`config.mk`:
```
export PLATFORM = sky130hd
export DESIGN_NAME = dcache_way
export DESIGN_NICKNAME = d
export VERILOG_FILES = /design/src/dcache_geom_pkg.sv /design/src/dcache_port_pkg.sv /design/src/byte_bank_ram.sv /design/src/cleared_ram.sv /design/src/dcache_way.sv
export SDC_FILE = /design/constraint.sdc
export NUM_CORES = 2
export LEC_CHECK = 0
export BUFFER_PORTS_ARGS = -buffer_cell sky130_fd_sc_hd__clkbuf_2
export CAP_MARGIN = 20
export CORE_MARGIN = 3
export CORE_UTILIZATION = 55
export DETAILED_ROUTE_END_ITERATION = 12
export HOLD_SLACK_MARGIN = 0.08
export PLACE_DENSITY = 0.71
export REMOVE_ABC_BUFFERS = 1
export SYNTH_ARGS = -nofsm -noshare
export SYNTH_HDL_FRONTEND = slang
export SYNTH_HIERARCHICAL = 1
export SYNTH_SLANG_ARGS = --single-unit
```
`constraint.sdc`:
```
create_clock -name clk -period 9 [get_ports clk]
set_clock_uncertainty 0.2 [all_clocks]
set_input_delay 1.8 -clock clk [delete_from_list [all_inputs] [get_ports clk]]
set_output_delay 1.8 -clock clk [all_outputs]
set_load 0.01 [all_outputs]
```
`src/dcache_geom_pkg.sv`:
```
`default_nettype none

package dcache_geom_pkg;

    // **********************************************************
    // Address layout: tag | set | word | byte.
    // **********************************************************
    localparam int ADDR_W         = 16;
    localparam int WORD_W         = 32;
    localparam int BYTES_PER_WORD = 4;
    localparam int LINE_WORDS     = 4;
    localparam int SETS           = 16;
    localparam int SET_W          = 4;
    localparam int BYTE_OFF_W     = 2;
    localparam int WORD_OFF_W     = 2;
    localparam int SET_LSB        = BYTE_OFF_W + WORD_OFF_W;
    localparam int TAG_W          = ADDR_W - SET_W - SET_LSB; // Works out to 8.
    localparam int TAG_LSB        = SET_LSB + SET_W;
    localparam int LINE_W         = LINE_WORDS * WORD_W;

    // **********************************************************
    // Organisation and flow control.
    // **********************************************************
    localparam int WAYS           = 2;
    localparam int WAY_W          = 1;
    localparam int MEM_CREDITS    = 2;
    localparam int CREDIT_W       = $clog2(MEM_CREDITS + 1);

endpackage

`default_nettype wire

```
`src/dcache_port_pkg.sv`:
```
`default_nettype none

package dcache_port_pkg;
    import dcache_geom_pkg::*;

    typedef struct packed {
        logic                      write;
        logic [ADDR_W-1:0]         addr;
        logic [WORD_W-1:0]         wdata;
        logic [BYTES_PER_WORD-1:0] be;    // Stores only.
    } core_req_t;

    typedef struct packed {
        logic [WORD_W-1:0] rdata;
    } core_resp_t;

    typedef struct packed {
        logic                     write;     // Writeback when set.
        logic [TAG_W+SET_W-1:0]   line_addr;
        logic [LINE_W-1:0]        data;
    } mem_req_t;

    typedef struct packed {
        logic [LINE_W-1:0] data;
    } mem_resp_t;

    typedef struct packed {
        logic             valid;
        logic [TAG_W-1:0] tag;
    } tagv_t;

    typedef struct packed {
        logic                                     tagv_ren;
        logic [SET_W-1:0]                         tagv_rindex;
        logic                                     tagv_we;
        logic [SET_W-1:0]                         tagv_windex;
        tagv_t                                    tagv_wdata;
        logic                                     dirty_ren;
        logic [SET_W-1:0]                         dirty_rindex;
        logic                                     dirty_we;
        logic [SET_W-1:0]                         dirty_windex;
        logic                                     dirty_wdata;
        logic [LINE_WORDS-1:0]                    bank_en;
        logic [LINE_WORDS-1:0][SET_W-1:0]         bank_index;
        logic [LINE_WORDS-1:0][SET_W-1:0]         bank_windex;
        logic [LINE_WORDS-1:0][BYTES_PER_WORD-1:0] bank_we;
        logic [LINE_WORDS-1:0][WORD_W-1:0]        bank_wdata;
    } way_ctrl_t;

    typedef struct packed {
        tagv_t             tagv;
        logic              dirty;
        logic [LINE_W-1:0] data;
    } way_rd_t;

endpackage

`default_nettype wire

```
`src/byte_bank_ram.sv`:
```
`timescale 1ns/1ps
`default_nettype none

module byte_bank_ram
    import dcache_geom_pkg::*;
(
    input  logic                      clk,
    input  logic                      en,
    input  logic [SET_W-1:0]          addr,
    input  logic [BYTES_PER_WORD-1:0] we,
    input  logic [WORD_W-1:0]         wdata,
    output logic [WORD_W-1:0]         rdata
);

    logic [WORD_W-1:0] mem [SETS];

    always_ff @(posedge clk) begin
        for (int b = 0; b < BYTES_PER_WORD; b++) begin
            if (we[b]) begin
                mem[addr][b*8 +: 8] <= wdata[b*8 +: 8];
            end
        end
        // Read only when no byte is being written.
        if (en && !(|we)) begin
            rdata <= mem[addr];
        end
    end

endmodule

`default_nettype wire

```
`src/cleared_ram.sv`:
```
`timescale 1ns/1ps
`default_nettype none

module cleared_ram #(
    parameter type entry_t = logic,
    parameter int  DEPTH   = 16
) (
    input  logic                     clk,
    input  logic                     rst_n,
    input  logic                     ren,
    input  logic [$clog2(DEPTH)-1:0] raddr,
    output entry_t                   rdata,
    input  logic                     we,
    input  logic [$clog2(DEPTH)-1:0] waddr,
    input  entry_t                   wdata
);

    entry_t mem [DEPTH];

    // Flop array, so the whole store can be wiped in one cycle.
    always_ff @(posedge clk) begin
        if (!rst_n) begin
            for (int i = 0; i < DEPTH; i++) begin
                mem[i] <= '0;
            end
            rdata <= '0;
        end else begin
            if (ren) begin
                rdata <= mem[raddr]; // Old data on a same-edge write.
            end
            if (we) begin
                mem[waddr] <= wdata;
            end
        end
    end

endmodule

`default_nettype wire

```
`src/dcache_way.sv`:
```
`timescale 1ns/1ps
`default_nettype none

module dcache_way
    import dcache_geom_pkg::*;
    import dcache_port_pkg::*;
(
    input  logic      clk,
    input  logic      rst_n,
    input  way_ctrl_t ctrl,
    output way_rd_t   rd
);

    tagv_t             tagv_q;
    logic              dirty_q;
    logic [WORD_W-1:0] bank_rdata [LINE_WORDS];

    cleared_ram #(
        .entry_t (tagv_t),
        .DEPTH   (SETS)
    ) u_tagv (
        .clk   (clk),
        .rst_n (rst_n),
        .ren   (ctrl.tagv_ren),
        .raddr (ctrl.tagv_rindex),
        .rdata (tagv_q),
        .we    (ctrl.tagv_we),
        .waddr (ctrl.tagv_windex),
        .wdata (ctrl.tagv_wdata)
    );

    cleared_ram #(
        .entry_t (logic),
        .DEPTH   (SETS)
    ) u_dirty (
        .clk   (clk),
        .rst_n (rst_n),
        .ren   (ctrl.dirty_ren),
        .raddr (ctrl.dirty_rindex),
        .rdata (dirty_q),
        .we    (ctrl.dirty_we),
        .waddr (ctrl.dirty_windex),
        .wdata (ctrl.dirty_wdata)
    );

    for (genvar i = 0; i < LINE_WORDS; i++) begin : g_bank
        byte_bank_ram u_bank (
            .clk   (clk),
            .en    (ctrl.bank_en[i]),
            .addr  ((|ctrl.bank_we[i]) ? ctrl.bank_windex[i] : ctrl.bank_index[i]),
            .we    (ctrl.bank_we[i]),
            .wdata (ctrl.bank_wdata[i]),
            .rdata (bank_rdata[i])
        );
    end

    always_comb begin
        rd.tagv  = tagv_q;
        rd.dirty = dirty_q;
        for (int i = 0; i < LINE_WORDS; i++) begin
            rd.data[i*WORD_W +: WORD_W] = bank_rdata[i]; // Word 0 in the low bits.
        end
    end

    // A new tag comes with its dirty bit, at the same set.
    a_tagv_dirty_pair: assert property (@(posedge clk) disable iff (!rst_n)
        ctrl.tagv_we |-> ctrl.dirty_we && ctrl.dirty_windex == ctrl.tagv_windex);
    a_dirty_on_valid: assert property (@(posedge clk) disable iff (!rst_n)
        ctrl.dirty_we && ctrl.dirty_wdata |-> tagv_q.valid); // Only a held line.

endmodule

`default_nettype wire

```
After elaboration in Yosys (flattened, before gate mapping) --
Memory sizes are Yosys's and may differ from the RTL's. A register that Yosys moved wholly into a read port is not among the register bits. Cells that the tools add are included.
Cells by class: muxes and demuxes 49, reductions and logical operators 16
Operators with widths (count):
- 2-to-1 mux 1 bit | 42
- 2-to-1 mux 4 bit | 6
- OR reduction 4 bit | 4
- 2-to-1 mux 9 bit | 1
- OR reduction 9 bit | 1
- logical NOT 1 bit | 6
- logical AND 1 bit | 4
- OR reduction 1 bit | 1
Storage, ports and cells: bits in writable memories 2208, register bits 0, output and inout bits 138, memories kept 6
Memory list:
- g_bank[0].u_bank.mem | depth 16, bits a word 32, read ports 1, clocked after memory_dff 1, write ports 1, line byte_bank_ram.sv:15 | logic [WORD_W-1:0] mem [SETS];
- g_bank[1].u_bank.mem | depth 16, bits a word 32, read ports 1, clocked after memory_dff 1, write ports 1, line byte_bank_ram.sv:15
- g_bank[2].u_bank.mem | depth 16, bits a word 32, read ports 1, clocked after memory_dff 1, write ports 1, line byte_bank_ram.sv:15
- g_bank[3].u_bank.mem | depth 16, bits a word 32, read ports 1, clocked after memory_dff 1, write ports 1, line byte_bank_ram.sv:15
- u_tagv.mem | depth 16, bits a word 9, read ports 1, clocked after memory_dff 1, write ports 16, line cleared_ram.sv:18 | entry_t mem [DEPTH];
- u_dirty.mem | depth 16, bits a word 1, read ports 1, clocked after memory_dff 1, write ports 16, line cleared_ram.sv:18

Logic depth before layout (Yosys ltp) --
depth after elaboration 5, depth in mapped cells 8

By module --
Netlist, hierarchy kept.
By module, submodules not included:
- byte_bank_ram | area each 20458.4 um^2, times used 4, cells each 913
- cleared_ram (u_tagv) | area each 6969.2 um^2, times used 1, cells each 526
- cleared_ram (u_dirty) | area each 857.1 um^2, times used 1, cells each 87
- dcache_way | area each 272.8 um^2, times used 1, cells each 21

Least setup slack after synthesis --
Ideal clock, no wire load.
path type input to register, start point in ctrl[129] (netlist name), end point mem g_bank[0].u_bank.mem[0][0] (enable), slack 4750 ps, setup time 370 ps, cell stages on the path 8, path buffers 3, required time 8430 ps, arrival 3680 ps, path through nor4_4 > mux2_2 > buf_2 > buf_4 > buf_2 > nor2_1 > nand2_1 > nor2_1
Between the ends: word-level cells in the longest chain between the ends 2
Ends and longest elaborated chain:
- start, declared | line dcache_way.sv:10 | input way_ctrl_t ctrl,
- OR reduction 4 bit | line dcache_way.sv:50 | .addr ((|ctrl.bank_we[i]) ? ctrl.bank_windex[i] : ctrl.bank_index[i]),
- 2-to-1 mux 4 bit | line dcache_way.sv:50
- end, declared | line byte_bank_ram.sv:15
Every way passes these cells.

Worst setup path after layout --
start point in ctrl[129] (netlist name), end point mem g_bank[0].u_bank.mem[11][21] (enable)
Same word-level chain as after synthesis.

==> flow_summary.json <==
{
  "yosys.area_share.simple": 0.03884,
  "synthTopCellsByArea": "edfxtp_1, mux4_2, a22oi_1, nor2_1, and2_1",
  "synth_top_family_by_area": "multiplexers",
  "max_freq_ghz": 0.1968,
  "slew_violations": 0,
  "timing.rr.end": "g_bank[0].u_bank/rdata[8]$_DFFE_PP_",
  "grt_pass1_vias": 44280,
  "synthAdderAreaFrac": 0,
  "grt_start_max_net_pins": 136,
  "gr-total-overflow": 0,
  "cp_slowest_cell": "buf_4",
  "layout_min_cycle_time_ps": 5080,
  "nets": 4868,
  "io_pins": 350,
  "gp_congestion": 0.8218,
  "die_area_sq_um": 168400,
  "synthArstFlopShare": 0,
  "slowest_delay_ps": 860,
  "hold_ws_ps": 259.1,
  "num_rows": 147,
  "p_per_area_nw_per_um2": 225.3,
  "ir_drop_mv": 0.2470,
  "cts_sinks": 2346,
  "die_h_um": 410.4,
  "synth-compound-area-share": 0.02770,
  "clk_pin_slew_ps": 60,
  "worstPathMaxFanout": 50,
  "ctsHoldBuffers": 0,
  "die_w_um": 410.4,
  "yosysMostFrequentCell": "edfxtp_1",
  "synth_area_per_cell_sq_um": 20.98,
  "viasPerCell": 6.091,
  "vias": 42790,
  "fill_cells": 10970,
  "wl_um": 186900,
  "synth-edff-count": 2320,
  "synthXorXnorAreaFrac": 0,
  "clockRootBuffer": "clkbuf_16",
  "postLayoutCoreUtil": 0.6249,
  "grt_pass1_wl_um": 282600,
  "slew-limit-headroom": 0.2091,
  "critPathLaunch": "ctrl[129]",
  "final_antenna_net_count": 0,
  "period_share": 0.5645,
  "rr_worst_depth": 3,
  "synth_cells": 4286,
  "seq_area_frac_synth": 0.7804,
  "synthFlopType": "edfxtp_1",
  "ys_types": 38,
  "drt_pass1_iterations": 6,
  "finalHoldViolCount": 0,
  "yosys-mux-area-fraction": 0.1393,
  "initial_core_util": 0.5569,
  "wl_per_cell_um": 26.60,
  "synth_common_cells": "edfxtp_1, mux4_2, a22oi_1",
  "rsz0062_at_grt": "false",
  "portBuffers": 349,
  "setup_viol": 0,
  "end_kind": "flop",
  "ys_ff_latch": 2346,
  "antenna_found_initial": 19,
  "drive_above_1_share": 0.2608,
  "p_leak_uw": 0.03273,
  "outcome": "complete, no violations",
  "grt.total_usage": 0.2245,
  "dpl.hpwl_um": 114900,
  "fin_tns_setup_ps": 0,
  "insertion_delay_ps": 830,
  "cts_resized": 0,
  "crit_arrival_ps": 5330,
  "clock_path_buffers": 3,
  "crit_type": "in -> reg",
  "drt_iter0_drc": 4696,
  "synthesis.area_sq_um": 89930,
  "cp_top_family": "simple AND/OR/NAND/NOR gates",
  "yosys_warnings": 6,
  "crit_end": "g_bank[0].u_bank/mem[11][21]$_DFFE_PP_",
  "hp-class": "reg -> reg",
  "maxCapViolCount": 0,
  "coreArea_sq_um": 161500,
  "cts_max_level": 4,
  "area_growth_pct": 12.20,
  "yosysTopAreaCellShare": 0.7747,
  "critPathBufInv": 2,
  "tightest_slew_ps": 1182,
  "seq_area_sq_um": 70190,
  "cts_tree": "built",
  "rr_startpoint": "g_bank[0].u_bank/mem[6][8]$_DFFE_PP_",
  "reg2reg_slack_ps": 7190,
  "multiInputGateArea_sq_um": 18710,
  "cts_setup_buffers": 0,
  "yosys.area.top_type": "edfxtp_1",
  "crit_required_ps": 9250,
  "cp.depth": 6,
  "drt_drc_violations_left": 0,
  "worstPathCellList": "clkbuf_2 -> nor4_4 -> mux2_8 -> buf_4 -> nand3_1 -> nor2_1",
  "cts_buffers": 222,
  "cp-start-kind": "primary input"
}
flip-flops by register name (all words and copies together) (netlist names):
signal	count
u_tagv/rdata	9
u_dirty/rdata	1
u_tagv/mem	144
g_bank.u_bank/mem	2048
u_dirty/mem	16
g_bank.u_bank/rdata	128
cell type report:
class                      instances  share of cell area
antenna                           18           0.0004464
clock buffer                     273             0.05716
clock inverter                   142             0.01363
inverter                           2          0.00007440
multi-input combinational       1692              0.1854
sequential                      2346              0.6956
tap                             2160             0.02678
timing repair buffer             392             0.02097
worst reg2reg max path, stage by stage, from the launching register on:
cell	delay [ps]
edfxtp_1	390
mux4_2	480
a22oi_1	330
nand2_1	160
cells in the final DEF (no fill, tap or decap), types with 16 or more instances in the layout:
cell,synthesis,layout
edfxtp_1,2320,2320
mux4_2,514,514
clkbuf_2,0,348
a22oi_1,283,283
nor2_1,277,273
clkbuf_16,0,223
nand2_1,207,207
and2_1,153,149
mux2i_1,77,77
clkbuf_1,142,50
clkinv_1,0,49
clkinv_2,0,46
nand3_1,45,45
buf_4,11,41
dfxtp_1,26,26
bufinv_16,0,23
diode_2,0,18
nand2b_1,16,16
power breakdown:
| group | leakage, uW | total [uW] | switching (uW) | internal [uW] |
|---|---|---|---|---|
| sequential | 0.0213 | 12400 | 65.9 | 12300 |
| combinational | 0.00793 | 1240 | 762 | 482 |
| clock | 0.00349 | 9110 | 3900 | 5210 |
| total | 0.0327 | 22700 | 4730 | 18000 |
kinds of logic after synthesis:
group           after synthesis
compound gates              337
flops                      2346
simple gates                748
mux                         607
buf+inv                     248
how the worst min path moves through the flow:
stage / endpoint / cells past startpoint / from / slack (ps)
3_3_place_gp: u_tagv/rdata[0]$_SDFFE_PN0P_ / 2 / u_tagv/rdata[0]$_SDFFE_PN0P_ / 240
2_1_floorplan: u_dirty/mem[12]$_DFF_P_ / 2 / u_dirty/mem[12]$_DFF_P_ / 240
5_1_grt: u_tagv/rdata[0]$_SDFFE_PN0P_ / 2 / u_tagv/rdata[0]$_SDFFE_PN0P_ / 300
3_5_place_dp: u_tagv/rdata[0]$_SDFFE_PN0P_ / 2 / u_tagv/rdata[0]$_SDFFE_PN0P_ / 250
6_report: u_tagv/rdata[0]$_SDFFE_PN0P_ / 2 / u_tagv/rdata[0]$_SDFFE_PN0P_ / 260
4_1_cts: u_tagv/rdata[0]$_SDFFE_PN0P_ / 2 / u_tagv/rdata[0]$_SDFFE_PN0P_ / 260
routing by layer:
| metal | part of all wire | global-route usage |
|---|---|---|
| met1 | 0.40 | 0.3189 |
| met2 | 0.50 | 0.3619 |
| met3 | 0.074 | 0.04055 |
| met4 | 0.023 | 0.06655 |
| met5 | 0.00018 | 0 |
per-stage QoR:
stage,std cells,power (uW),setup WS [ps],cell area (sq um)
2_1_floorplan,4040,13360,2423,88710
3_3_place_gp,6589,13810,3090,93650
3_5_place_dp,6589,13860,2985,93650
4_1_cts,7004,22920,3891,100800
5_1_grt,7014,23470,3580,100900
6_report,7025,22730,3920,100900
(Power assumes the default switching activity.)
