===== src/dcache_geom_pkg.sv =====
`default_nettype none

package dcache_geom_pkg;

    // **********************************************************
    // Address layout: tag | set | word | byte.
    // **********************************************************
    localparam int ADDR_W         = 16;
    localparam int WORD_W         = 32;
    localparam int BYTES_PER_WORD = 4;
    localparam int LINE_WORDS     = 4;
    localparam int SETS           = 16;
    localparam int SET_W          = 4;
    localparam int BYTE_OFF_W     = 2;
    localparam int WORD_OFF_W     = 2;
    localparam int SET_LSB        = BYTE_OFF_W + WORD_OFF_W;
    localparam int TAG_W          = ADDR_W - SET_W - SET_LSB; // Works out to 8.
    localparam int TAG_LSB        = SET_LSB + SET_W;
    localparam int LINE_W         = LINE_WORDS * WORD_W;

    // **********************************************************
    // Organisation and flow control.
    // **********************************************************
    localparam int WAYS           = 2;
    localparam int WAY_W          = 1;
    localparam int MEM_CREDITS    = 2;
    localparam int CREDIT_W       = $clog2(MEM_CREDITS + 1);

endpackage

`default_nettype wire


===== src/dcache_port_pkg.sv =====
`default_nettype none

package dcache_port_pkg;
    import dcache_geom_pkg::*;

    typedef struct packed {
        logic                      write;
        logic [ADDR_W-1:0]         addr;
        logic [WORD_W-1:0]         wdata;
        logic [BYTES_PER_WORD-1:0] be;    // Stores only.
    } core_req_t;

    typedef struct packed {
        logic [WORD_W-1:0] rdata;
    } core_resp_t;

    typedef struct packed {
        logic                     write;     // Writeback when set.
        logic [TAG_W+SET_W-1:0]   line_addr;
        logic [LINE_W-1:0]        data;
    } mem_req_t;

    typedef struct packed {
        logic [LINE_W-1:0] data;
    } mem_resp_t;

    typedef struct packed {
        logic             valid;
        logic [TAG_W-1:0] tag;
    } tagv_t;

    typedef struct packed {
        logic                                     tagv_ren;
        logic [SET_W-1:0]                         tagv_rindex;
        logic                                     tagv_we;
        logic [SET_W-1:0]                         tagv_windex;
        tagv_t                                    tagv_wdata;
        logic                                     dirty_ren;
        logic [SET_W-1:0]                         dirty_rindex;
        logic                                     dirty_we;
        logic [SET_W-1:0]                         dirty_windex;
        logic                                     dirty_wdata;
        logic [LINE_WORDS-1:0]                    bank_en;
        logic [LINE_WORDS-1:0][SET_W-1:0]         bank_index;
        logic [LINE_WORDS-1:0][SET_W-1:0]         bank_windex;
        logic [LINE_WORDS-1:0][BYTES_PER_WORD-1:0] bank_we;
        logic [LINE_WORDS-1:0][WORD_W-1:0]        bank_wdata;
    } way_ctrl_t;

    typedef struct packed {
        tagv_t             tagv;
        logic              dirty;
        logic [LINE_W-1:0] data;
    } way_rd_t;

endpackage

`default_nettype wire


===== src/dcache_ctrl.sv =====
`timescale 1ns/1ps
`default_nettype none

module dcache_ctrl
    import dcache_geom_pkg::*;
    import dcache_port_pkg::*;
(
    input  logic       clk,
    input  logic       rst_n,
    input  logic       core_req_valid,
    input  core_req_t  core_req,
    output logic       core_resp_valid,
    output core_resp_t core_resp,
    output way_ctrl_t  way_ctrl [WAYS],
    input  way_rd_t    way_rd [WAYS],
    output logic       mem_req_valid,
    output mem_req_t   mem_req,
    input  logic       mem_credit,
    input  logic       mem_resp_valid,
    input  mem_resp_t  mem_resp
);

    typedef enum logic [2:0] {
        S_IDLE, S_COMPARE, S_WB, S_REFILL_REQ, S_REFILL_WAIT, S_REPLAY
    } state_t;

    state_t                state;
    core_req_t             req;
    logic [SETS-1:0]       lru;          // Points at the next victim.
    logic [CREDIT_W-1:0]   credits;
    logic [WAY_W-1:0]      victim_way;
    logic [TAG_W-1:0]      victim_tag;
    logic [LINE_W-1:0]     victim_line;
    logic [SET_W-1:0]      lk_set;
    logic                  rd_en;
    logic [SET_W-1:0]      req_set;
    logic [TAG_W-1:0]      req_tag;
    logic [WORD_OFF_W-1:0] req_word;
    logic [WAYS-1:0]       hit_way;
    logic [WAY_W-1:0]      hit_idx;
    logic                  hit;
    logic                  store_hit;
    logic                  fill;
    logic [WAY_W-1:0]      lru_way;
    logic [WORD_W-1:0]     hit_word;

    assign req_set   = req.addr[SET_LSB +: SET_W];
    assign req_tag   = req.addr[TAG_LSB +: TAG_W];
    assign req_word  = req.addr[BYTE_OFF_W +: WORD_OFF_W];
    assign lru_way   = lru[req_set];
    assign rd_en     = (state == S_IDLE && core_req_valid) || state == S_REPLAY;
    assign lk_set    = (state == S_IDLE) ? core_req.addr[SET_LSB +: SET_W] : req_set;
    assign hit       = (state == S_COMPARE) && (|hit_way);
    assign store_hit = hit && req.write;
    assign fill      = (state == S_REFILL_WAIT) && mem_resp_valid;
    assign hit_word  = way_rd[hit_idx].data[req_word*WORD_W +: WORD_W];

    always_comb begin
        hit_idx = '0;
        for (int w = 0; w < WAYS; w++) begin
            hit_way[w] = way_rd[w].tagv.valid && (way_rd[w].tagv.tag == req_tag);
            if (hit_way[w]) begin
                hit_idx = WAY_W'(w);
            end
        end
    end

    // **********************************************************
    // Request sequencing.
    // **********************************************************
    always_ff @(posedge clk) begin
        if (!rst_n) begin
            state           <= S_IDLE;
            core_resp_valid <= 1'b0;
            lru             <= '0;
        end else begin
            core_resp_valid <= 1'b0;
            case (state)
                S_IDLE: if (core_req_valid) state <= S_COMPARE;
                S_COMPARE: begin
                    if (hit) begin
                        core_resp_valid <= 1'b1;
                        lru[req_set]    <= ~hit_idx;
                        state           <= S_IDLE;
                    end else if (way_rd[lru_way].tagv.valid && way_rd[lru_way].dirty) begin
                        state <= S_WB;
                    end else begin
                        state <= S_REFILL_REQ;
                    end
                end
                S_WB:          if (credits != '0) state <= S_REFILL_REQ;
                S_REFILL_REQ:  if (credits != '0) state <= S_REFILL_WAIT;
                S_REFILL_WAIT: if (mem_resp_valid) state <= S_REPLAY;
                S_REPLAY:      state <= S_COMPARE; // Reread the fresh line.
                default:       state <= S_IDLE;
            endcase
        end
    end

    always_ff @(posedge clk) begin
        if (state == S_IDLE && core_req_valid) begin
            req <= core_req;
        end
        if (hit) begin
            core_resp.rdata <= req.write ? '0 : hit_word;
        end
        if (state == S_COMPARE && !hit) begin
            victim_way  <= lru_way;
            victim_tag  <= way_rd[lru_way].tagv.tag;
            victim_line <= way_rd[lru_way].data;
        end
    end

    // **********************************************************
    // Memory side.
    // **********************************************************
    assign mem_req_valid = (state == S_WB || state == S_REFILL_REQ) && credits != '0;

    always_comb begin
        mem_req.write     = (state == S_WB);
        mem_req.line_addr = (state == S_WB) ? {victim_tag, req_set} : {req_tag, req_set};
        mem_req.data      = victim_line;
    end

    always_ff @(posedge clk) begin
        if (!rst_n) begin
            credits <= CREDIT_W'(MEM_CREDITS);
        end else begin
            credits <= credits - CREDIT_W'(mem_req_valid) + CREDIT_W'(mem_credit);
        end
    end

    // Way commands. Reads share one index, writes use the held request.
    always_comb begin
        for (int w = 0; w < WAYS; w++) begin
            way_ctrl[w]                 = '0;
            way_ctrl[w].tagv_ren        = rd_en;
            way_ctrl[w].tagv_rindex     = lk_set;
            way_ctrl[w].tagv_windex     = req_set;
            way_ctrl[w].tagv_wdata.valid = 1'b1;
            way_ctrl[w].tagv_wdata.tag  = req_tag;
            way_ctrl[w].dirty_ren       = rd_en;
            way_ctrl[w].dirty_rindex    = lk_set;
            way_ctrl[w].dirty_windex    = req_set;
            for (int b = 0; b < LINE_WORDS; b++) begin
                way_ctrl[w].bank_en[b]     = rd_en;
                way_ctrl[w].bank_index[b]  = lk_set;
                way_ctrl[w].bank_windex[b] = req_set;
                way_ctrl[w].bank_wdata[b]  = fill ? mem_resp.data[b*WORD_W +: WORD_W]
                                                  : req.wdata;
            end
            if (fill && int'(victim_way) == w) begin
                way_ctrl[w].tagv_we     = 1'b1;
                way_ctrl[w].dirty_we    = 1'b1;
                way_ctrl[w].dirty_wdata = 1'b0;       // Refilled line is clean.
                way_ctrl[w].bank_we     = '1;
            end
            if (store_hit && hit_way[w]) begin
                way_ctrl[w].dirty_we          = 1'b1;
                way_ctrl[w].dirty_wdata       = 1'b1;
                way_ctrl[w].bank_we[req_word] = req.be;
            end
        end
    end

    // One refill per read request, and only while it is awaited.
    a_resp_expected: assert property (@(posedge clk) disable iff (!rst_n)
        mem_resp_valid |-> state == S_REFILL_WAIT);
    a_credit_max: assert property (@(posedge clk) disable iff (!rst_n)
        int'(credits) <= MEM_CREDITS);

endmodule

`default_nettype wire


===== config.mk =====
export PLATFORM = sky130hd
export DESIGN_NAME = dcache_ctrl
export DESIGN_NICKNAME = d
export VERILOG_FILES = /design/src/dcache_geom_pkg.sv /design/src/dcache_port_pkg.sv /design/src/dcache_ctrl.sv
export SDC_FILE = /design/constraint.sdc
export NUM_CORES = 1
export LEC_CHECK = 0
export ABC_AREA = 1
export BUFFER_PORTS_ARGS = -buffer_cell sky130_fd_sc_hd__buf_2
export CAP_MARGIN = 5
export CORE_AREA = 2 2 416 418
export CTS_CLUSTER_DIAMETER = 80
export DETAILED_ROUTE_END_ITERATION = 16
export DIE_AREA = 0 0 418 420
export PLACE_DENSITY = 0.37
export SLEW_MARGIN = 25
export SYNTH_ARGS = -nofsm -noshare
export SYNTH_HDL_FRONTEND = slang
export SYNTH_SLANG_ARGS = --single-unit

===== constraint.sdc =====
create_clock -name clk -period 9.6 [get_ports clk]
set_clock_uncertainty 0.2 [all_clocks]
set_input_delay 1.92 -clock clk [delete_from_list [all_inputs] [get_ports clk]]
set_output_delay 1.92 -clock clk [all_outputs]
set_load 0.05 [all_outputs]

After elaboration in Yosys (flattened, before gate mapping)
Index checks and enable logic that the tools add are counted.
{"block": "totals", "regBits": 244, "latch_bits": 0, "ramBits": 0, "romBits": 0, "inputBits": 462, "memories": 0}
{"block": "op_classes", "add_sub_neg": 2, "n_mul": 0, "n_div": 0, "order_cmp": 6, "eq_ne": 11, "n_shift": 1, "mux": 40, "n_bitwise": 4, "n_reduce_logical": 24}
{"cell": "two-way mux 138 bit", "count": 3}
{"cell": "two-way mux 128 bit", "count": 3}
{"cell": "two-way mux 32 bit", "count": 4}
{"cell": "variable part select 128 x 8 -> 32 bit", "count": 1}
{"cell": "two-way mux 16 bit", "count": 4}
{"cell": "bitwise mux 16 bit", "count": 3}
{"cell": "case mux 3 bit (6 select lines)", "count": 1}
{"cell": "equality test 8 bit", "count": 2}
{"cell": "logical AND 1 bit", "count": 15}
{"cell": "two-way mux 12 bit", "count": 1}
{"cell": "two-way mux 3 bit", "count": 4}
{"cell": "two-way mux 1 bit", "count": 11}
{"cell": "demux 4 bit (select 2 bit)", "count": 1}
{"cell": "two-way mux 4 bit", "count": 2}
{"cell": "equality test 3 x 2 -> 1 bit, second input constant", "count": 2}
{"cell": "equality test 3 bit, second input constant", "count": 2}
{"cell": "inequality test 2 bit, second input constant", "count": 3}
{"cell": "less-than comparator 4 x 5 -> 1 bit, second input constant", "count": 1}
{"cell": "binary-select mux 1 bit (select 4 bit)", "count": 1}
{"cell": "demux 1 bit (select 4 bit)", "count": 1}
{"cell": ">= comparator 2 bit, second input constant", "count": 2}
{"cell": ">= comparator 4 x 1 -> 1 bit, second input constant", "count": 1}
{"cell": "NOT 1 -> 2 bit", "count": 2}
{"cell": "AND reduction 2 bit", "count": 2}
{"cell": "14 further kinds", "count": 16}

Longest topological paths before layout
Gate-level depths: netlist of the first run.
{"block": "logic_depth", "depth_word": 10, "depth_mapped": 14, "mapped_depth_nobuf": 14}

Worst setup path after synthesis of the first run
Ideal clock, no wire load.
{"block": "synth_path", "kind": "input-to-reg", "start": "in way_rd[271] (netlist bit)", "end": "reg state[1]", "arrival_time_ps": 8848, "path_slack_ps": 468, "cell_stages": 8, "path_cell_list": "or2_2 -> nand2_1 -> nor2_1 -> nand3_1 -> nand2_2 -> nor2_1 -> o21ai_0 -> a21oi_1"}
{"block": "synth_via", "elab_chain_cells": 6}
{"element": "start: declaration", "line_no": "dcache_ctrl.sv:15", "source": "input way_rd_t way_rd [WAYS],"}
{"element": "equality test 8 bit", "line_no": "dcache_ctrl.sv:61", "source": "hit_way[w] = way_rd[w].tagv.valid && (way_rd[w].tagv.tag == req_tag);"}
{"element": "logical AND 1 bit", "line_no": "dcache_ctrl.sv:61"}
{"element": "OR reduction 2 bit", "line_no": "dcache_ctrl.sv:53", "source": "assign hit = (state == S_COMPARE) && (|hit_way);"}
{"element": "logical AND 1 bit", "line_no": "dcache_ctrl.sv:53"}
{"element": "two-way mux 2 bit", "line_no": "dcache_ctrl.sv:81", "source": "if (hit) begin"}
{"element": "case mux 3 bit (6 select lines)", "line_no": "dcache_ctrl.sv:78", "source": "case (state)"}
{"element": "end signal: assignment", "line_no": "dcache_ctrl.sv:79", "source": "S_IDLE: if (core_req_valid) state <= S_COMPARE;"}
{"element": "end signal: assignment", "line_no": "dcache_ctrl.sv:84", "source": "state <= S_IDLE;"}
{"element": "end signal: assignment", "line_no": "dcache_ctrl.sv:86", "source": "state <= S_WB;"}
{"element": "end: declaration", "line_no": "dcache_ctrl.sv:27", "source": "state_t state;"}
Every way passes these cells.
A chain may end at the register's enable or synchronous reset.

==> impl_metrics.csv, run 1 <==
group,metric,value,unit
yosys,avgSynthCellArea,7.79,sq um
yosys,synth_area,16100,sq um
placed_design,finalWeightedCongestion,0.882,
sta,tightest_slew,0.996,ns
yosys,yosys-top-cells-area,"edfxtp_1 (41%), nand2_1 (15%), buf_4 (12%)",
placed_design,dp_slack,2.82,ns
layout,syn_to_final_growth,45.7,%
grt,grtUsageMet1,15.9,%
clock_tree,path_clk_slew,0.06,ns
clock_tree,clockBufferDepth,3,
worst_setup_path,critical_path_buf_inv_count,5,
route,drc_errors,0,
pwr,p_leak,10.8,nW
placed_design,dp.cells,5009,
yosys,yosys-top-cells-count,"nand2_1 (643), buf_4 (262), edfxtp_1 (220), inv_1 (175), o21ai_0 (172)",
grt,antenna_found_initial,41,
die,die_area,176000,sq um
sta,setup_slack,3.04,ns
hold_path,min_path_type,"reg2reg",
yosys,netlist_instances,2065,
sta,slew_viol_final,0,
layout,seqCellArea,7050,sq um
grt,top_usage_layer,"met2",
route,vias,17570,
worst_setup_path,endpoint_kind,"output port",
worst_setup_path,cp.required,7.48,ns
sta,hold_violations,0,
yosys,synth_top_area_share,41.1,%
sta,layout_min_cycle_time,6.56,ns
layout,final_nets,3289,
worst_setup_path,crit_arrival,4.44,ns
yosys,synth_top_area_cell,"edfxtp_1",
yosys,ys_seq_elements,242,
yosys,synth_most_common_cell,"nand2_1",
yosys,synth_cell_types,41,
grt,grtUsageMet2,24.3,%
outcome,status,"finished, final reports clean",
worst_setup_path,start_kind,"primary input",
grt,grt_pass1_wl,160000,um
sta,fin_crit_sh,68.4,%
pwr,ir_drop,0.116,mV
sta,setup_viol,0,
clock_tree,cts_resized,0,
worst_setup_path,cp_top_family,"simple AND/OR/NAND/NOR gates",
sta,fin_tns_setup,0,ns
clock_tree,cts_sinks,242,
placed_design,place_area,21900,sq um
die,core,171000,sq um
layout,drive_gt1_share,42.5,%
clock_tree,clkLatencyLatePin,0.65,ns
placed_design,io_buffers,1052,
route,firstDrtPassIters,5,
worst_setup_path,cp_cell_sequence,"buf_2 > inv_1 > nor2_4 > inv_2 > nor2_2 > inv_2 > nor2_1 > a21oi_1 > o21ai_1 > buf_2",
yosys,seq_area_frac_synth,43.8,%
pwr,power_density,220,nW/um^2
yosys,yosys_warnings,0,
die,start_util,9.41,%
clock_tree,cts_tree,"built",
layout,final_cells,5106,
grt,grt_max_degree,124,
clock_tree,holdBufCountCts,0,
job,drv_cap,0,
clock_tree,postCtsSetupBuffers,0,
worst_setup_path,crit_fanout,21,
grt,grt-ovfl-total,0,
worst_setup_path,slowest_delay,0.54,ns
die,die_h,420,um
layout,multi_input_area,5900,sq um
grt,grtUsageMet3,3.81,%
route,ant_nets,0,
sta,rsz0062_at_grt,"no",
worst_setup_path,crit_type,"in2out",
pwr,finalPower,0.00516,W
die,top_level_ports,1057,
placed_design,hpwlAfterDp,106000,um
clock_tree,cts_buffers,46,
layout,fin_area,23400,sq um
die,dieWidth,418,um
yosys,synth_top_flop_cell,"edfxtp_1",
route,drt_iter0_drc,1462,
sta,max_freq,152,MHz
die,rows,152,
worst_setup_path,crit_slowest_cell,"nor2_4",
sta,maxSlewHeadroom,33.6,%
route,wl_per_cell,25.2,um
grt,track_usage,13.8,%
layout,fillers,19773,
route,via_per_inst,3.44,
clock_tree,cts_root_buffer,"clkbuf_16",
yosys,synth-edff-count,220,
grt,first_global_vias,15816,
route,drt_wl_total,129000,um
clock_tree,cts_max_level,2,
yosys,async_flop_share,0,%
## registers in the layout, summed over array words and instances, names as in the netlist
signal	count
credits	2
victim_tag	8
state	3
way_ctrl	12
core_resp_valid	1
lru	16
req	39
core_resp	32
victim_way	1
victim_line	128
## cell families (layout without fill, tap and decap cells)
family	Yosys count	in the layout	synth area share (%)
XOR/XNOR	4	4	0.218
buffers and inverters	550	1345	19.8
AND/OR/NAND/NOR	825	825	20.2
other	1	14	0.0233
adder cells (fa/ha/maj)	2	2	0.156
flip-flops	242	242	43.8
multiplexers	1	1	0.0700
AO/OA/AOI/OAI	440	440	15.7
## layer usage
layer / up-vias / part of all wire (%)
met3: 157 / 7.6
met4: 18 / 3.7
li1: 8074 / -
met5: - / 0.12
met2: 776 / 50
met1: 8545 / 38
## layout by cell type (no fill, tap or decap), types with 3 or more instances in the layout
cell / instances
a21oi_1: 88
a21oi_2: 10
buf_2: 1053
buf_4: 18
bufinv_16: 3
clkbuf_1: 13
clkbuf_16: 46
clkinv_1: 4
clkinv_2: 3
dfxtp_1: 22
diode_2: 12
edfxtp_1: 220
inv_1: 175
inv_2: 10
inv_6: 11
nand2_1: 642
nand2_2: 3
nand3_1: 15
nand4_1: 13
nor2_1: 128
nor2_2: 5
nor2_4: 7
o211ai_1: 64
o21ai_0: 171
o21ai_1: 73
o21ai_2: 30
or2_2: 3
## area by class of cell
class | count | share of cell area [%]
Inverter | 187 | 3.02
Clock inverter | 25 | 1.22
Antenna cell | 12 | 0.128
Tap cell | 2233 | 11.9
Clock buffer | 59 | 5.12
Multi-Input combinational cell | 1274 | 25.2
Timing Repair Buffer | 1074 | 23.4
Sequential cell | 242 | 30.1
## worst paths after layout
kind	depth (start not counted)	from	slack, ns	endpoint
worst max-delay path	10	mem_resp_valid	3.04	way_ctrl[349]
worst min-delay path	2	lru[11]$_SDFFE_PN0P_	0.24	lru[11]$_SDFFE_PN0P_
worst max register to register	12	way_ctrl[144]$_DFFE_PP_	5.03	victim_line[73]$_DFFE_PP_
worst min register to register	2	lru[11]$_SDFFE_PN0P_	0.24	lru[11]$_SDFFE_PN0P_
## report_power, final
part / internal, W / switching, W / total (W)
Clock: 0.000981 / 0.000710 / 0.00169
Sequential: 0.00129 / 0.0000622 / 0.00135
Combinational: 0.000363 / 0.00175 / 0.00211
## metrics by stage
stage | hold WS [ns] | util (%)
floorplan | 0.221 | -
global placement | 0.237 | 12.8
detailed placement | 0.235 | 12.8
CTS | 0.246 | 13.7
global route | 0.264 | 13.7
finish | 0.240 | 13.7
## tightest hold or removal path: stages, from the launching register on
cell and delay (ns):
dfxtp_1 0.31, inv_1 0.05, a21oi_1 0.05
(Power assumes the default switching activity.)
==> run 2, diff against run 1 <==
--- a/config.mk
+++ b/config.mk
@@ -5,14 +5,14 @@
 export SDC_FILE = /design/constraint.sdc
 export NUM_CORES = 1
 export LEC_CHECK = 0
-export ABC_AREA = 1
+export ABC_AREA = 0
 export BUFFER_PORTS_ARGS = -buffer_cell sky130_fd_sc_hd__buf_2
 export CAP_MARGIN = 5
-export CORE_AREA = 2 2 416 418
+export CORE_AREA = 2 2 411 413
 export CTS_CLUSTER_DIAMETER = 80
 export DETAILED_ROUTE_END_ITERATION = 16
-export DIE_AREA = 0 0 418 420
-export PLACE_DENSITY = 0.37
+export DIE_AREA = 0 0 413 415
+export PLACE_DENSITY = 0.36
 export SLEW_MARGIN = 25
 export SYNTH_ARGS = -nofsm -noshare
 export SYNTH_HDL_FRONTEND = slang
==> constraint.sdc (replaced) <==
create_clock -name clk -period 6.3 [get_ports clk]
set_clock_uncertainty 0.2 [all_clocks]
set_input_delay 1.26 -clock clk [delete_from_list [all_inputs] [get_ports clk]]
set_output_delay 1.26 -clock clk [all_outputs]
set_load 0.05 [all_outputs]
==> run 2 against run 1 <==
Sequential share of layout area increased by 1.1 points. Power increased by 80%. Global-route usage decreased by 2.0 points. Clock power increased by 28%. Die area decreased by 2.4%. Worst hold slack improved by 0.035 ns. Cell count decreased by 13%. Non-clock buffer count increased by 1. Critical path depth decreased by 3.
==> impl_metrics.csv, run 2 <==
group,metric,value,unit
outcome,status,"finished, final reports clean",
worst_setup_path,crit_arrival,3.80,ns
route,drt_iter0_drc,708,
clock_tree,clkLatencyLatePin,0.60,ns
yosys,yosys_warnings,0,
worst_setup_path,r2r-start,"way_ctrl[146]$_DFFE_PP_",
placed_design,dp.cells,4342,
clock_tree,path_clk_slew,0.05,ns
clock_tree,cts_tree,"built",
sta,rsz0062_at_grt,"no",
die,start_util,9.23,%
route,drc_errors,0,
yosys,synth_most_common_cell,"nand2_1",
layout,top_regs,"victim_line (128), req (39), core_resp (32)",
route,met2_length,53900,um
worst_setup_path,crit_type,"in2out",
clock_tree,cts_resized,0,
placed_design,dp_slack,1.06,ns
worst_setup_path,endpoint_kind,"output port",
clock_tree,cts_max_level,2,
yosys,synth_area,15400,sq um
hold_path,worstHoldStart,"lru[14]$_SDFFE_PN0P_",
clock_tree,cts_sinks,242,
yosys,seq_area_frac_synth,45.8,%
clock_tree,cts_buffers,40,
worst_setup_path,rrSetupSlack,2.74,ns
die,top_level_ports,1057,
route,via_per_inst,3.22,
sta,fin_tns_setup,0,ns
sta,max_freq,190,MHz
layout,top_register,"victim_line",
route,ant_nets,0,
layout,final_cells,4429,
placed_design,hpwlAfterDp,89100,um
yosys,netlist_instances,1396,
clock_tree,cts_root_buffer,"clkbuf_16",
die,rows,150,
grt,grt-ovfl-total,0,
grt,grt_pass1_wl,136000,um
layout,layout_commonest_cell,"buf_2",
sta,hold_violations,0,
grt,first_global_vias,14478,
layout,final_cell_mix,"buf_2 (1,052), nand2_1 (400), edfxtp_1 (220), mux2_1 (129), mux4_2 (68)",
yosys,synth_top_area_cell,"edfxtp_1",
clock_tree,clockBufferDepth,3,
sta,fin_crit_sh,83.6,%
die,die_h,415,um
worst_setup_path,cp.required,4.84,ns
pwr,ir_drop,0.254,mV
layout,final_nets,2645,
clock_tree,holdBufCountCts,0,
route,drt_wl_total,107000,um
yosys,async_flop_share,0,%
sta,setup_viol,0,
hold_path,min_path_type,"reg2reg",
die,core,167000,sq um
clock_tree,postCtsSetupBuffers,0,
route,met1Wirelength,39000,um
yosys,synth_top_flop_cell,"edfxtp_1",
route,firstDrtPassIters,7,
sta,setup_slack,1.04,ns
job,drv_cap,0,
pwr,power_density,412,nW/um^2
layout,largest_register_ffs,128,
hold_path,min_delay_path_depth,2,
hold_path,min_to,"lru[14]$_SDFFE_PN0P_",
sta,slew_viol_final,0,
yosys,avgSynthCellArea,11.0,sq um
grt,antenna_found_initial,65,
sta,layout_min_cycle_time,5.26,ns
worst_setup_path,rr_endpoint,"victim_line[33]$_DFFE_PP_",
yosys,synth-edff-count,220,
yosys,synth_top_area_share,42.9,%
worst_setup_path,start_kind,"primary input",
grt,track_usage,11.8,%
pwr,p_leak,9.57,nW
placed_design,finalWeightedCongestion,0.879,
worst_setup_path,ff2ff_path_depth,7,
die,die_area,171000,sq um
pwr,finalPower,0.00931,W
grt,grt_max_degree,131,
route,wl_met3,9260,um
placed_design,io_buffers,1052,
yosys,ys_seq_elements,242,
route,top_layer,"met5",
sta,maxSlewHeadroom,37.1,%
layout,drive_gt1_share,56.2,%
yosys,synth_cell_types,42,
worst_setup_path,crit_fanout,130,
worst_setup_path,startpoint,"mem_resp_valid",
sta,tightest_slew,0.942,ns
yosys,yosys-top-cells-area,"edfxtp_1 (43%), buf_4 (12%), mux4_2 (10%)",
route,wl_per_cell,24.1,um
yosys,yosys-top-cells-count,"nand2_1 (400), buf_4 (254), edfxtp_1 (220), mux2_1 (129), mux4_2 (68)",
layout,syn_to_final_growth,46.9,%
route,vias,14277,
die,dieWidth,413,um
[run 2: cell count changes in the layout (fill, tap and decap cells not counted), moves of 73 or more]
cell,change
o21ai_1,-73
o21ai_0,-135
inv_1,-166
nor2_1,-118
mux2_1,+129
nand2_1,-242
[run 2: metrics by stage]
step                utilization, %  hold slack (ns)  cell area, sq um
finish                        13.6            0.276             22600
global route                  13.6            0.297             22600
CTS                           13.5            0.276             22600
detailed placement            12.8            0.267             21300
global placement              12.8            0.264             21300
floorplan                        -            0.247             15400
[run 2: cell families after synthesis]
family / share of synthesized area (%)
simple gates: 11.9
buf+inv: 15.6
flops: 45.8
mux: 21.1
compound gates: 4.28
xor+xnor: 1.02
fa+ha+maj: 0.163
other cells: 0.0244
[run 2: worst max-delay path by stage]
stage	to	slack [ns]
3_5_place_dp	way_ctrl[138]	1.06
4_1_cts	way_ctrl[141]	0.88
2_1_floorplan	victim_line[0]$_DFFE_PP_	0.74
5_1_grt	way_ctrl[141]	0.76
3_3_place_gp	way_ctrl[134]	1.14
6_report	way_ctrl[138]	1.04
[run 2: per-layer routing]
layer / up-vias / global-route usage (%)
met2: 771 / 21.3
li1: 6297 / -
met5: - / 0
met1: 7029 / 12.5
met4: 14 / 4.79
met3: 166 / 3.88
[run 2: layout make-up]
type / count / area (sq um)
Fill cell: 19200 / 144000
Sequential cell: 242 / 7050
Multi-Input combinational cell: 813 / 5990
Timing Repair Buffer: 1075 / 5500
Tap cell: 2204 / 2760
Clock buffer: 44 / 1030
Clock inverter: 27 / 228
Antenna cell: 15 / 37.5
Inverter: 9 / 33.8
[run 2: worst max-delay path, cell delays in order]
cell and delay, ns:
buf_2 0.12, nand2_1 0.09, nor3_2 0.21, buf_12 0.44
nand2_1 0.76, o21ai_0 0.31, buf_2 0.44
[run 2: report_power, final]
| part | internal (W) | switching, W | total (W) | leakage, nW |
|---|---|---|---|---|
| Sequential | 0.00215 | 0.000156 | 0.00230 | 2.24 |
| Combinational | 0.000958 | 0.00388 | 0.00483 | 6.72 |
| Clock | 0.00123 | 0.000938 | 0.00217 | 0.612 |
| Total | 0.00434 | 0.00497 | 0.00931 | 9.57 |
==> run 3, diff against run 2 <==
==> constraint.sdc (replaced) <==
create_clock -name clk -period 5.5 [get_ports clk]
set_clock_uncertainty 0.2 [all_clocks]
set_input_delay 1.1 -clock clk [delete_from_list [all_inputs] [get_ports clk]]
set_output_delay 1.1 -clock clk [all_outputs]
set_load 0.05 [all_outputs]
==> run 3 against run 2 <==
Sequential share of layout area down 0.060 points. Worst hold slack about the same. Clock power grew 16%. First-iteration DRC count is 10% lower. Worst setup slack got worse by 0.12 ns. Via count is 0.53% lower. Power increased by 15%. Largest cell class unchanged.
==> impl_metrics.csv, run 3 (synthesis results as in run 2) <==
group,metric,value,unit
route,drt_wl_total,107000,um
layout,syn_to_final_growth,47.2,%
job,drv_cap,0,
worst_setup_path,endpoint_kind,"output port",
sta,hold_violations,0,
grt,antenna_found_initial,56,
die,dieWidth,413,um
route,via_per_inst,3.20,
grt,grt_max_degree,81,
grt,grt-ovfl-total,0,
route,vias,14201,
sta,fin_crit_sh,83.3,%
layout,final_nets,2649,
worst_setup_path,rrSetupSlack,2.02,ns
die,top_level_ports,1057,
layout,final_cells,4434,
pwr,ir_drop,0.267,mV
die,die_area,171000,sq um
sta,fin_tns_setup,0,ns
worst_setup_path,r2r-start,"way_ctrl[147]$_DFFE_PP_",
sta,slew_viol_final,0,
clock_tree,cts_resized,0,
worst_setup_path,cp_cell_sequence,"nor3b_2 > nand2_1 > nor4_1 > nand2_1 > o21ai_0 > buf_2",
layout,final_cell_mix,"buf_2 (1,052), nand2_1 (400), edfxtp_1 (220), mux2_1 (129), mux4_2 (68)",
grt,track_usage,11.9,%
grt,grt_pass1_wl,136000,um
layout,drive_gt1_share,56.1,%
route,drt_iter0_drc,637,
pwr,power_density,471,nW/um^2
worst_setup_path,crit_type,"reg2out",
sta,rsz0062_at_grt,"no",
placed_design,hpwlAfterDp,89700,um
sta,maxSlewHeadroom,33.5,%
sta,whs,0.276,ns
route,wl_per_cell,24.1,um
pwr,p_leak,9.59,nW
sta,layout_min_cycle_time,4.58,ns
layout,top_regs,"victim_line (128), req (39), core_resp (32)",
clock_tree,cts_max_level,2,
worst_setup_path,crit_path_frequent_cell,"nand2_1",
layout,top_register,"victim_line",
clock_tree,cts_root_buffer,"clkbuf_16",
worst_setup_path,crit_slowest_cell,"dfxtp_1",
route,ant_nets,0,
outcome,status,"finished, final reports clean",
clock_tree,path_clk_slew,0.05,ns
clock_tree,cts_buffers,40,
layout,largest_register_ffs,128,
layout,layout_commonest_cell,"buf_2",
die,start_util,9.23,%
sta,setup_viol,0,
hold_path,min_path_type,"reg2reg",
clock_tree,postCtsSetupBuffers,0,
grt,first_global_vias,14579,
route,drc_errors,0,
worst_setup_path,crit_arrival,3.28,ns
placed_design,io_buffers,1052,
clock_tree,cts_tree,"built",
hold_path,worstHoldStart,"lru[7]$_SDFFE_PN0P_",
sta,max_freq,218,MHz
worst_setup_path,slowest_delay,0.63,ns
worst_setup_path,startpoint,"state[0]$_SDFFE_PN0P_",
clock_tree,cts_sinks,242,
clock_tree,clkLatencyLatePin,0.60,ns
placed_design,finalWeightedCongestion,0.878,
worst_setup_path,start_kind,"register",
worst_setup_path,cp.required,4.20,ns
die,core,167000,sq um
die,rows,150,
die,die_h,415,um
route,firstDrtPassIters,7,
clock_tree,holdBufCountCts,0,
worst_setup_path,crit_fanout,12,
clock_tree,clockBufferDepth,3,
placed_design,dp.cells,4347,
sta,tightest_slew,0.998,ns
## run 3: path summary, 6_finish.rpt
kind / endpoint / cells after the start
setup / recovery: way_ctrl[346] / 6
hold reg to reg: lru[7]$_SDFFE_PN0P_ / 2
hold / removal: lru[7]$_SDFFE_PN0P_ / 2
setup reg to reg: victim_line[33]$_DFFE_PP_ / 5
## run 3: cell type report
cell class / count / area, sq um
multi-input combinational: 813 / 5990
fill: 19165 / 144000
sequential: 242 / 7050
timing repair buffer: 1079 / 5530
clock inverter: 22 / 191
clock buffer: 47 / 1070
tap: 2204 / 2760
inverter: 9 / 33.8
antenna: 18 / 45.0
## run 3: worst max-delay path: cells and delay by family, from the launching register on
| kind | cells | cell delay (ns) |
|---|---|---|
| buffers and inverters | 1 | 0.30 |
| flip-flops | 1 | 0.63 |
| AO/OA/AOI/OAI | 1 | 0.24 |
| AND/OR/NAND/NOR | 4 | 1.50 |
## run 3: metrics by stage
step	power, W	setup WS [ns]	area (sq um)	util (%)
6_report	0.0107	0.918	22700	13.6
5_1_grt	0.0111	0.466	22600	13.6
4_1_cts	0.0109	0.598	22600	13.6
3_5_place_dp	0.00828	1.02	21400	12.8
3_3_place_gp	0.00828	1.02	21300	12.8
2_1_floorplan	0.00704	0.104	15400	-
## run 3: where the power goes
part	switching (W)	internal [W]	total [W]	leakage, nW
clock	0.00107	0.00145	0.00252	0.606
sequential	0.000184	0.00246	0.00264	2.24
combinational	0.00442	0.00110	0.00552	6.74
total	0.00567	0.00500	0.0107	9.59
## run 3: layer usage
| metal | share of wire [%] | vias up | track usage [%] |
|---|---|---|---|
| met5 | 0.083 | - | 0 |
| met4 | 4.5 | 14 | 5.31 |
| met2 | 50 | 769 | 21.1 |
| met3 | 8.9 | 175 | 4.16 |
| li1 | - | 6295 | - |
| met1 | 36 | 6948 | 12.4 |
